--- src/verilog/mpmem_port_pkg.sv ---
package mpmem_port_pkg;

  // ***********************************************************************
  // user-side sizes
  // ***********************************************************************

  parameter int DATA_W = 32;
  parameter int ADDR_W = 8;

  // every address in the space maps to one row in each bank
  parameter int NUM_ADDR = 1 << ADDR_W;

  // ***********************************************************************
  // port bundles
  // ***********************************************************************

  typedef struct packed {
    logic              write;
    logic [ADDR_W-1:0] addr;
    logic [DATA_W-1:0] din;
  } wr_req_t;

  typedef struct packed {
    logic              read;
    logic [ADDR_W-1:0] addr;
  } rd_req_t;

  // rd_dout is only meaningful in a cycle where rd_vld is high
  typedef struct packed {
    logic              rd_vld;
    logic [DATA_W-1:0] rd_dout;
  } rd_rsp_t;

endpackage

--- src/verilog/mpmem_ctrl_pkg.sv ---
package mpmem_ctrl_pkg;

  // sequence of the power-up sweep
  typedef enum logic [1:0] {
    INIT_WAIT,
    INIT_CLEAR,
    INIT_DONE
  } init_state_t;

  // one address is cleared per cycle while the strobe is high
  typedef struct packed {
    logic                              clr;
    logic [mpmem_port_pkg::ADDR_W-1:0] addr;
  } clr_cmd_t;

endpackage

--- src/verilog/mpmem_init_ctrl.sv ---
module mpmem_init_ctrl (
  input  logic                     clk,
  input  logic                     reset,
  output mpmem_ctrl_pkg::clr_cmd_t clr,
  output logic                     ready
);

  // the address space is a power of two, so the sweep ends on all ones
  localparam logic [mpmem_port_pkg::ADDR_W-1:0] LAST_ADDR = '1;

  logic                              reset_q;
  logic                              rst_int;
  mpmem_ctrl_pkg::init_state_t       state;
  logic [mpmem_port_pkg::ADDR_W-1:0] clr_addr;

  // a single-cycle glitch on reset is filtered out
  always_ff @(posedge clk) begin
    reset_q <= reset;
  end

  assign rst_int = reset_q && reset;

  always_ff @(posedge clk) begin
    if (rst_int) begin
      state    <= mpmem_ctrl_pkg::INIT_WAIT;
      clr_addr <= '0;
    end else begin
      case (state)
        mpmem_ctrl_pkg::INIT_WAIT: begin
          state <= mpmem_ctrl_pkg::INIT_CLEAR;
        end
        mpmem_ctrl_pkg::INIT_CLEAR: begin
          clr_addr <= clr_addr + 1'b1;
          if (clr_addr == LAST_ADDR) begin
            state <= mpmem_ctrl_pkg::INIT_DONE;
          end
        end
        default: begin
          state <= mpmem_ctrl_pkg::INIT_DONE;
        end
      endcase
    end
  end

  assign clr.clr  = (state == mpmem_ctrl_pkg::INIT_CLEAR);
  assign clr.addr = clr_addr;
  assign ready    = (state == mpmem_ctrl_pkg::INIT_DONE);

  // once up, the memory only goes back to clearing through a qualified reset
  ready_holds: assert property (@(posedge clk) $past(ready) && !ready |-> $past(rst_int));

endmodule

--- config.mk ---
export PLATFORM = sky130hd
export DESIGN_NAME = mpmem_init_ctrl
export DESIGN_NICKNAME = d
export VERILOG_FILES = /design/src/verilog/mpmem_port_pkg.sv /design/src/verilog/mpmem_ctrl_pkg.sv /design/src/verilog/mpmem_init_ctrl.sv
export SDC_FILE = /design/constraint.sdc
export NUM_CORES = 1
export LEC_CHECK = 0
export ABC_AREA = 1
export BUFFER_PORTS_ARGS = -buffer_cell sky130_fd_sc_hd__buf_2
export CAP_MARGIN = 20
export CORE_AREA = 2 2 39 41
export CTS_CLUSTER_DIAMETER = 60
export DETAILED_ROUTE_END_ITERATION = 8
export DIE_AREA = 0 0 41 43
export GPL_TIMING_DRIVEN = 1
export PLACE_DENSITY = 0.66
export SLEW_MARGIN = 10
export SYNTH_ARGS = -nofsm -noshare
export SYNTH_HDL_FRONTEND = slang
export SYNTH_SLANG_ARGS = --single-unit
--- constraint.sdc ---
create_clock -name clk -period 1.11 [get_ports clk]
set_clock_uncertainty 0.15 [all_clocks]
set_input_delay 0.2775 -clock clk [delete_from_list [all_inputs] [get_ports clk]]
set_output_delay 0.2775 -clock clk [all_outputs]
set_load 0.02 [all_outputs]
# Yosys cells after proc, flatten, opt, wreduce, memory -nomap -nowiden
# Index checks and enable logic that the tools add are counted.
# Widths: inputs -> output; s select.
[word_totals]
register_bits = 11
latch_bits = 0
ram_bits = 0
mem_bits_ro = 0
in_bits = 2
output_inout_bits = 10
n_memories = 0
[op_classes]
addsub = 1
multipliers = 0
n_div = 0
n_lt_le_gt_ge = 0
eq_ne = 4
shifts = 0
mux = 2
bitwise = 0
reduce_logical = 2
[op_table]
columns = ["op", "count"]
rows = [
  ["$add 8x1->8 const B", 1],
  ["$eq 8x8->1 const B", 1],
  ["$pmux 2 s2", 1],
  ["$eq 2x1->1 const B", 1],
  ["$eq 2x2->1 const B", 1],
  ["$logic_not 2->1", 1],
  ["$mux 2", 1],
  ["$ne 2x1->1 const B", 1],
  ["$logic_and 1x1->1", 1],
]

# Depth between registers and ports, before layout
# Gate-level depths: netlist of the first run.
[logic_depth]
depth_word = 3
mapped_depth = 7
ltp_nobuf = 7

# Worst setup path before layout of the first run
# OpenSTA, ideal clock, no wires.
[synth_path]
path_type = "register to register"
start = "reg clr_addr[1] (netlist name)"
end = "reg clr_addr[6] (netlist name)"
setup_ps = 115
t_arrival_ps = 1092
required_time_ps = 845
path_slack_ps = -247
path_stages_with_launch = 7
synth_period_minus_slack_ps = 1357
cell_sequence = "dfxtp_1 ha_1 nand2_1 nor2_1 nand3_1 nand2_1 nor2_1"
[synth_between]
elab_chain_len = 1
[synth_rtl]
columns = ["item", "line", "rtl"]
rows = [
  ["start: declaration", "mpmem_init_ctrl.sv:14", "logic [mpmem_port_pkg::ADDR_W-1:0] clr_addr;"],
  ["start signal: assignment", "mpmem_init_ctrl.sv:33", "clr_addr <= clr_addr + 1'b1;"],
  ["$add 8x1->8", "mpmem_init_ctrl.sv:33", ""],
]
# No other way between the ends.
# A chain may end at the register's enable or synchronous reset.

==> key figures, run 1 <==
Worst setup path
  • Reg2reg setup slack: -0.14 ns
  • CP Data Arrival Time: slightly below 0.9 ns
  • Setup Crit Path Kind: flop to output port
  • Worst path most repeated cell: inv_4
  • Worst reg2reg path endpoint: clr_addr[4]
  • Worst setup SP type: flop
  • Maximum fanout along the worst path: 3
  • Worst path cell trace: inv_4 -> nand2_4 -> inv_4 -> buf_6
  • Reg2reg path depth: 7
  • Worst Setup End Kind: output port
  • CP max stage cell: dfxtp_2
  • Crit-path max cell delay: 0.33 ns
  • Worst EP required: ~0.68 ns
  • Reg2Reg Launch Point: state[1]

Route
  • Wire per inst: 12.6 um
  • Initial DRC count: 17
  • Routed wire length: approximately 1400 um
  • Via Count: 576
  • Avg Vias per Cell: 5.01
  • DRC Markers: 0
  • 1st-pass router iterations: 4
  • Antenna-violating nets left: 0

Logic synthesis
  • Compound-cell area share of the yosys netlist: 8.87%
  • Post-Synth Simple-Gate Area: a little under two fifths
  • Synth area leader: dfxtp_1
  • Post-Synth XOR/XNOR Area: 0%
  • Netlist Area Pre-Place: 508 um2
  • Most frequent cell after synthesis: nand2_1
  • Post-synthesis adder-cell area fraction: 2.46%
  • Ys async rst share: 0%
  • Post-synth EDFFs: 0
  • Yosys synthesis warning count: 0
  • Syn_nets: 73
  • Mapped Cells: 70
  • Largest family of logic cells by synthesized area: simple AND/OR/NAND/NOR gates
  • Synth Register Bits: 11
  • Seq/Total Area, Yosys: 43.3%
  • Synth top area share: 43.3%
  • Post-Syn Area per Cell: 7.26 um2
  • Primary FF master, synth: dfxtp_1
  • Distinct cells, synth: 17
  • Top post-synthesis cells by count: 13 x nand2_1, 12 x nor2_1, 11 x dfxtp_1, 8 x inv_1, 6 x a21oi_1
  • Post-synthesis mux area share: 0%
  • Top cells by area, synth: dfxtp_1 43%, nand2_1 9.6%, nor2_1 8.9%

Placement
  • Post-DP HPWL: 771 um
  • Pre-CTS WS: -0.0428 ns
  • Placed insts: 100
  • Routability congestion estimate: 0.745
  • # port buffers: 11

GRT
  • First-pass GRT wire length: 1970 um
  • Congestion Overflow GR: 0
  • GRT Resource Usage Total: 17.3%
  • Vias in the first global route: 481
  • Initial antenna violation count: 0
  • Pin count of the biggest net entering global routing: 7

Clocking
  • Htree depth: 1
  • Worst-Skew Late Latency: between 0.2 and 0.3 ns
  • Reg clk slew, reported paths: 0.07 ns
  • Clk sinks: 11
  • CTS Root Cell: clkbuf_4
  • Clock Path Buffers: 2
  • Num CTS Buffers: 3
  • CTS tree: done

Status
  • Status: finished with violations
  • Failing checks: negative setup slack

Hold path
  • Worst Hold Launch: reset
  • Worst min path class: input port to flop
  • Min-Delay Endpoint: clr_addr[0]
  • Hold Crit Depth: 4

STA
  • Fin. max-slew vios: 0
  • Setup slack after layout: -0.205 ns
  • Worst Max-Slew Pin Slew: between 0.2 and 0.3 ns
  • Setup TNS: -1.77 ns
  • Tmin final: ~1.3 ns
  • Fmax: 0.760 GHz
  • Final hold violation count: 0
  • Final worst-path cycle share: 118%
  • Min Hold Slack: 0.272 ns
  • Rel. slew slack: slightly above 80%
  • Final setup fails: 19
  • RSZ-0062 raised after global routing: true

Floorplan
  • Core region area: roughly 1400 um2
  • FP Rows: 14
  • Die Ht: 43 um
  • DIE AREA: 1760 um2
  • Initial Util: 36.7%
  • Number of I/O pins: 12
  • Die X: 41 um

Layout
  • Final Instance Count excl. Fillers: 115
  • Final net count: 103
  • Diodes inserted: 0
  • Layout fillers: 116
  • Share of cells above drive strength 1: 58.6%
  • Layout overhead on the synthesized area: 71.4%

Pwr
  • Max VDD drop: 0.000742 V
  • Static leakage: 0.379 nW
  • Pwr/cell area: 1560 nW/um2
  • Total power: 1.36 mW

Run
  • Max Cap Viol: 0
==> per-stage QoR <==
step | utilization [%] | area [um2]
after global placement | 45.5 | 629
after CTS | 58.9 | 815
after detailed placement | 45.5 | 629
after floorplan | - | 532
final | 62.9 | 871
after global routing | 62.9 | 871
==> how the worst max path moves through the flow <==
stage                             end  slack, ns  cells past startpoint        start
after floorplan           clr_addr[6]      -0.02                      6  clr_addr[1]
after global placement       state[0]      -0.02                      6  clr_addr[1]
after detailed placement       clr[8]      -0.04                      3     state[0]
after CTS                       ready      -0.22                      3     state[1]
after global routing            ready      -0.24                      3     state[1]
final                          clr[8]      -0.21                      4     state[1]
==> state kept, by name (all words and copies together) (netlist names) <==
| signal | count |
|---|---|
| reset_q | 1 |
| clr_addr | 8 |
| state | 2 |
==> per-layer routing <==
layer	part of all wire, %	global-route usage, %	up-vias
met3	4.6	3.14	8
met4	3.5	12.0	0
li1	-	-	281
met2	52	27.2	22
met5	0	0	-
met1	40	19.6	265
==> report_power, final <==
group | switching [mW] | internal (mW) | leakage, nW | total (mW)
clock | 0.151 | 0.140 | 0.0150 | 0.291
combinational | 0.262 | 0.262 | 0.269 | 0.524
sequential | 0.0691 | 0.472 | 0.0949 | 0.541
total | 0.482 | 0.874 | 0.379 | 1.36
==> kinds of logic (layout without fill, tap and decap cells) <==
kind of cell             after synthesis  count (layout)
AO/OA/AOI/OAI                          9               9
AND/OR/NAND/NOR                       39              39
buffers and inverters                 10              39
adder cells (fa/ha/maj)                1               1
flip-flops                            11              11
==> critical path: cells and delay by family (launching register included) <==
| family | cells | cell delay [ns] |
|---|---|---|
| buffers and inverters | 3 | 0.22 |
| flip-flops | 1 | 0.33 |
| AND/OR/NAND/NOR | 1 | 0.05 |
==> placed cells by master, fill, tap and decap left out, drive strengths merged <==
cell type	count
inv	10
clkbuf	4
nor3	2
nand4	1
nand2	16
o21ai	3
dlygate4sd3	1
nor2	15
buf	24
dfxtp	11
a21oi	6
nand3	5
ha	1
==> repair_timing <==
| item | 4_1_cts | 5_1_grt |
|---|---|---|
| setup endpoints to repair | 16 | 20 |
| setup buffers | 9 | 1 |
| hold buffers | 1 | 0 |
| pin swaps | 4 | 5 |
| endpoints found under the hold margin | 1 | 0 |
| resized for setup | 31 | 13 |
==> layout make-up <==
type	count	area, um2	share of cell area [%]
Clock buffer	4	26.3	3.02
Inverter	10	42.5	4.89
Multi-Input combinational cell	49	310	35.6
Sequential cell	11	243	27.9
Tap cell	16	20.0	2.30
Timing Repair Buffer	25	229	26.3
No activity file was read; power rests on OpenSTA's default activity.
==> run 2, diff against run 1 <==
--- a/config.mk
+++ b/config.mk
@@ -12,7 +12,7 @@
 export CTS_CLUSTER_DIAMETER = 60
 export DETAILED_ROUTE_END_ITERATION = 8
 export DIE_AREA = 0 0 41 43
-export GPL_TIMING_DRIVEN = 1
+export GPL_TIMING_DRIVEN = 0
 export PLACE_DENSITY = 0.66
 export SLEW_MARGIN = 10
 export SYNTH_ARGS = -nofsm -noshare
==> key figures, run 2 (synthesized netlist as in run 1, its figures left out) <==
Worst setup path
  • CP max stage cell: dfxtp_2
  • Setup Crit Path Kind: flop to output port
  • Maximum fanout along the worst path: 3 (unchanged)
  • Worst EP required: 0.68 ns (about the same)
  • Worst path cell trace: inv_4 -> nand2_4 -> inv_4 -> buf_6
  • Crit path buf inv count: 3 (unchanged)
  • Crit-path max cell delay: 0.33 ns (about the same)
  • Worst Setup End Kind: output port
  • CP Depth: 4 (unchanged)
  • Reg2Reg Launch Point: clr_addr[0]
  • Largest delay share family, worst path: flip-flops
  • CP Data Arrival Time: 0.88 ns (about the same)
  • Worst setup SP type: flop
  • Worst path most repeated cell: inv_4
  • Reg2reg path depth: 6 (-1)
  • Worst reg2reg path endpoint: clr_addr[6]
  • Reg2reg setup slack: -0.11 ns (+0.03 ns)

Floorplan
  • Number of I/O pins: 12 (unchanged)
  • Initial Util: 36.7% (unchanged)
  • Core region area: 1380 um2 (unchanged)
  • Die X: 41 um (unchanged)
  • DIE AREA: 1760 um2 (unchanged)
  • FP Rows: 14 (unchanged)
  • Die Ht: 43 um (unchanged)

Route
  • Antenna-violating nets left: 0 (unchanged)
  • DRT met1 WL: 603 um (+5.4%)
  • Wire per inst: 12.4 um (-1.7%)
  • Met2 wire length: 707 um (-6.2%)
  • Via Count: 574 (-0.35%)
  • Initial DRC count: 28 (+11)
  • DRC Markers: 0 (unchanged)
  • 1st-pass router iterations: 4 (unchanged)
  • Metal3 WL: 87 um (+32%)
  • Avg Vias per Cell: 4.86 (-2.9%)
  • Highest Signal Layer: met4
  • Routed wire length: 1460 um (+0.90%)

Pwr
  • Total power: 1.47 mW (+8.1%)
  • Switch share: 35.9% (+0.30 points)
  • Comb pwr share: 43.7% (+5.1 points)
  • Clock share of power: 19.1% (-2.3 points)
  • Seq pwr share: 37.2% (-2.7 points)
  • Internal Pwr Total: 940 uW (+7.6%)
  • Sw Pwr: 525 uW (+9.0%)
  • Max VDD drop: 0.000757 V (+2.0%)
  • Pwr/cell area: 1570 nW/um2 (+1.1%)
  • Static leakage: 0.404 nW (+6.7%)

GRT
  • First-pass GRT wire length: 2120 um (+7.7%)
  • Pin count of the biggest net entering global routing: 9 (+2)
  • GRT Resource Usage Total: 17.7% (+0.45 points)
  • Initial antenna violation count: 0 (unchanged)
  • Congestion Overflow GR: 0 (unchanged)
  • Vias in the first global route: 507 (+5.4%)

Hold path
  • Worst Hold Launch: reset
  • Worst min path class: input port to flop
  • Hold Crit Depth: 4 (unchanged)
  • Min-Delay Endpoint: clr_addr[5]

Layout
  • Top reg by flops: clr_addr
  • Diodes inserted: 0 (unchanged)
  • Largest regs: clr_addr: 8 flops, state: 2 flops, reset_q: 1 flops
  • Layout overhead on the synthesized area: 83.3%
  • Finished Cell Area: 931 um2 (+6.9%)
  • Final net count: 106 (+2.9%)
  • Most frequent cells in the layout: 13 x buf_6, 13 x buf_4, 8 x nor2_1, 8 x nand2_1, 7 x inv_1
  • Share of cells above drive strength 1: 65.7% (+7.1 points)
  • Number of flip-flops in the largest register: 8 (unchanged)

Clocking
  • CTS Root Cell: clkbuf_4
  • Worst-Skew Late Latency: 0.27 ns (about the same)
  • Num CTS Buffers: 3 (unchanged)
  • Reg clk slew, reported paths: 0.07 ns (about the same)
  • Clk sinks: 11 (unchanged)
  • Htree depth: 1 (unchanged)
  • Clock Path Buffers: 2 (unchanged)
  • CTS tree: done

STA
  • Fin. max-slew vios: 0 (unchanged)
  • Final setup fails: 18 (-1)
  • RSZ-0062 raised after global routing: true
  • Fmax: 0.764 GHz (+0.54%)
  • Tmin final: 1.31 ns (-0.00700 ns)
  • Final worst-path cycle share: 118% (-0.63 points)
  • Final hold violation count: 0 (unchanged)
  • Rel. slew slack: 87.4% (+4.9 points)
  • Worst Max-Slew Pin Slew: 0.189 ns (-0.0742 ns)
  • Setup slack after layout: -0.198 ns (+0.00700 ns)

Status
  • Status: finished with violations
  • Failing checks: negative setup slack

Placement
  • Routability congestion estimate: 0.719 (-3.5%)
  • Area after DPL: 607 um2 (-3.6%)
  • Post-DP HPWL: 712 um (-7.7%)
  • # port buffers: 11 (unchanged)

Run
  • Max Cap Viol: 0 (unchanged)
## run 2: cell count changes in the layout (fill, tap and decap cells not counted), moves of 2 or more
cell     delta
nand2_2     +4
nand2_1     -5
o21ai_2     -2
buf_6       +2
## run 2: how the worst max path moves through the flow
stage | start | end | slack (ns)
final | state[1] | clr[8] | -0.20
after global routing | state[1] | clr[8] | -0.23
after CTS | state[1] | ready | -0.20
after detailed placement | state[0] | clr[8] | -0.06
after global placement | state[0] | clr[8] | -0.06
after floorplan | clr_addr[1] | clr_addr[6] | -0.02
## run 2: power by group through the flow
stage	clock network [mW]	logic, mW	registers, mW
2_1_floorplan	0	0.135	0.596
3_3_place_gp	0	0.264	0.544
3_5_place_dp	0	0.270	0.546
4_1_cts	0.277	0.450	0.534
5_1_grt	0.306	0.671	0.553
6_report	0.280	0.640	0.545
## run 2: repair_timing
action                                  in CTS  in global routing
endpoints found under the setup margin      15                 20
pin swaps                                    6                 20
endpoints found under the hold margin        1                  0
setup buffers                               12                  4
gates resized for setup                     29                 26
hold buffers                                 1                  0
## run 2: layer usage
layer,vias up,track usage [%]
met5,-,0
met4,0,8.00
met3,11,4.71
met2,24,27.5
met1,254,21.7
li1,285,-
## run 2: stage by stage
stage               hold WS [ns]  TNS (ns)  util (%)  setup WS (ns)  instances
finish                     0.247     -1.44      67.3         -0.198        118
global route               0.253     -2.16      67.3         -0.233        118
CTS                        0.295     -1.48      59.0         -0.203        114
detailed placement         0.253    -0.205      43.9        -0.0630         97
global placement           0.246    -0.122      43.9        -0.0610         97
floorplan                  0.155   -0.0409         -        -0.0242         70
## run 2: final cells by class
class                           instances  area [um2]
Multi-Input combinational cell         49         335
Tap cell                               16        20.0
Timing Repair Buffer                   28         259
Fill cell                             103         453
Inverter                               10        45.0
Clock buffer                            4        26.3
Sequential cell                        11         245
## run 2: tightest hold or removal path: cells and delay by family
kind / cells / cell delay [ns]
buffers and inverters: 1 / 0.09
and+or+nand+nor: 3 / 0.26
==> run 3, diff against run 2 <==
==> constraint.sdc (replaced) <==
create_clock -name clk -period 1.11 [get_ports clk]
set_clock_uncertainty 0.15 [all_clocks]
set_input_delay 0.1665 -clock clk [delete_from_list [all_inputs] [get_ports clk]]
set_output_delay 0.1665 -clock clk [all_outputs]
set_load 0.02 [all_outputs]
==> key figures, run 3 (synthesized netlist as in run 1, its figures left out) <==
Status
  • Status: finished with violations
  • Failing checks: negative setup slack

Clocking
  • Reg clk slew, reported paths: 0.07 ns (about the same)
  • CTS tree: done
  • Clock Path Buffers: 2 (unchanged)
  • CTS Root Cell: clkbuf_4
  • Clk sinks: 11 (unchanged)
  • Htree depth: 1 (unchanged)
  • Worst-Skew Late Latency: 0.27 ns (about the same)
  • Num CTS Buffers: 3 (unchanged)

STA
  • Tmin final: 1.22 ns (-0.0913 ns)
  • Final setup fails: 12 (-6)
  • Fmax: 0.822 GHz (+7.5%)
  • Worst Max-Slew Pin Slew: 0.303 ns (+0.114 ns)
  • Rel. slew slack: 79.8% (-7.6 points)
  • Setup TNS: -0.722 ns (+0.723 ns)
  • Setup slack after layout: -0.107 ns (+0.0913 ns)
  • Fin. max-slew vios: 0 (unchanged)
  • Final hold violation count: 0 (unchanged)
  • RSZ-0062 raised after global routing: true
  • Final worst-path cycle share: 110% (-8.2 points)

Worst setup path
  • Worst EP required: 0.79 ns (+0.11 ns)
  • Setup Crit Path Kind: flop to output port
  • Worst reg2reg path endpoint: clr_addr[6]
  • Worst path most repeated cell: inv_4
  • Maximum fanout along the worst path: 3 (unchanged)
  • Worst path cell trace: inv_4 -> nand2_4 -> inv_4 -> buf_6
  • Reg2reg path depth: 6 (unchanged)
  • Worst Setup End Kind: output port
  • Crit path buf inv count: 3 (unchanged)
  • CP max stage cell: dfxtp_2
  • Crit-path max cell delay: 0.33 ns (about the same)
  • Reg2Reg Launch Point: clr_addr[1]
  • CP Data Arrival Time: 0.90 ns (+0.02 ns)
  • Worst setup SP type: flop
  • Largest delay share family, worst path: flip-flops
  • Reg2reg setup slack: -0.10 ns (about the same)

Layout
  • Diodes inserted: 0 (unchanged)
  • Most frequent cells in the layout: 13 x nand2_1, 10 x nor2_1, 9 x buf_4
  • Layout fillers: 124 (+20%)
  • Area of the multi-input gates: 289 um2 (-14%)
  • Final net count: 97 (-8.5%)
  • Largest regs: clr_addr: 8 flops, state: 2 flops, reset_q: 1 flops
  • Commonest non-fill, non-tap cell in the layout: nand2_1
  • Number of flip-flops in the largest register: 8 (unchanged)
  • Share of cells above drive strength 1: 51.6% (-14 points)
  • Reg area: 245 um2 (unchanged)
  • Layout overhead on the synthesized area: 56.7%
  • Top reg by flops: clr_addr
  • Final Core Density: 57.5% (-9.8 points)

GRT
  • First-pass GRT wire length: 1730 um (-19%)
  • Congestion Overflow GR: 0 (unchanged)
  • Initial antenna violation count: 0 (unchanged)
  • GRT Resource Usage Total: 14.2% (-3.5 points)
  • Vias in the first global route: 413 (-19%)
  • Pin count of the biggest net entering global routing: 9 (unchanged)

Placement
  • Post-DP HPWL: 712 um (unchanged)
  • # port buffers: 11 (unchanged)
  • Pre-CTS WS: -0.0415 ns (+0.0214 ns)
  • Routability congestion estimate: 0.719 (unchanged)

Floorplan
  • Core region area: 1380 um2 (unchanged)
  • Number of I/O pins: 12 (unchanged)
  • DIE AREA: 1760 um2 (unchanged)
  • Die X: 41 um (unchanged)
  • FP Rows: 14 (unchanged)
  • Die Ht: 43 um (unchanged)
  • Initial Util: 36.7% (unchanged)

Route
  • Initial DRC count: 10 (-64%)
  • Antenna-violating nets left: 0 (unchanged)
  • 1st-pass router iterations: 6 (+2)
  • Avg Vias per Cell: 4.70 (-3.4%)
  • Via Count: 512 (-11%)
  • DRC Markers: 0 (unchanged)
  • Wire per inst: 11.6 um (-5.9%)
  • Routed wire length: 1270 um (-13%)

Hold path
  • Hold Crit Depth: 4 (unchanged)
  • Min-Delay Endpoint: clr_addr[5]
  • Worst min path class: input port to flop
  • Worst Hold Launch: reset

Pwr
  • Static leakage: 0.345 nW (-15%)
  • Pwr/cell area: 1540 nW/um2 (-1.9%)
  • Max VDD drop: 0.000648 V (-14%)

Run
  • Max Cap Viol: 0 (unchanged)
==> run 3: cell count changes in the layout (fill, tap and decap cells not counted), moves of 2 or more <==
| cell | before | now |
|---|---|---|
| nand2_1 | 8 | 13 |
| nand2_2 | 6 | 2 |
| nor2_1 | 8 | 10 |
| buf_4 | 13 | 9 |
| nand3_2 | 4 | 2 |
| buf_6 | 13 | 8 |
| nand3_1 | 0 | 3 |
==> run 3: worst max-delay path by stage <==
stage / start / endpoint / slack [ns] / depth (start not counted)
detailed placement: clr_addr[1] / clr_addr[6] / -0.04 / 6
finish: state[1] / clr[8] / -0.11 / 4
floorplan: clr_addr[1] / clr_addr[6] / -0.02 / 6
global placement: clr_addr[1] / clr_addr[6] / -0.02 / 6
global route: clr_addr[1] / clr_addr[6] / -0.18 / 6
CTS: state[1] / clr_addr[7] / -0.1 / 8
==> run 3: report_power, final <==
| group | switching [mW] | leakage [nW] | internal (mW) |
|---|---|---|---|
| Clock | 0.131 | 0.0150 | 0.139 |
| Sequential | 0.0866 | 0.0952 | 0.471 |
| Combinational | 0.210 | 0.235 | 0.192 |
| Total | 0.428 | 0.345 | 0.802 |
==> run 3: repair_timing <==
| action | CTS | global route |
|---|---|---|
| setup endpoints to repair | 13 | 18 |
| endpoints found under the hold margin | 1 | 0 |
| setup buffers | 3 | 4 |
| hold buffers | 1 | 0 |
| gates resized for setup | 16 | 20 |
| pin swaps | 4 | 12 |
==> run 3: cell type report <==
cell class / instances / share of cell area, %
inverter: 10 / 5.35
clock buffer: 4 / 3.30
timing repair buffer: 19 / 21.7
sequential: 11 / 30.8
multi-input combinational: 49 / 36.3
tap: 16 / 2.52
==> run 3: worst reg2reg max path: stages, from the launching register on <==
cell and delay, ns:
dfxtp_4 0.38, ha_4 0.17, nand2_1 0.07, nor2_1 0.15, nand3_1 0.09, nand2_1 0.06
nor2_1 0.04
==> run 3: per-layer routing <==
| metal | GRT usage (%) | vias to the layer above | share of wire (%) |
|---|---|---|---|
| met5 | 0 | - | 0 |
| met2 | 18.8 | 11 | 50 |
| met1 | 19.4 | 230 | 46 |
| li1 | - | 267 | - |
| met4 | 8.00 | 0 | 1.5 |
| met3 | 4.71 | 4 | 2.8 |
==> run 3: metrics by stage <==
stage | hold slack [ns] | area (um2) | total power [mW] | instances
floorplan | 0.0442 | 532 | 0.730 | 70
global placement | 0.135 | 607 | 0.808 | 97
detailed placement | 0.142 | 607 | 0.816 | 97
CTS | 0.184 | 708 | 1.13 | 105
global route | 0.255 | 796 | 1.30 | 109
finish | 0.212 | 796 | 1.23 | 109
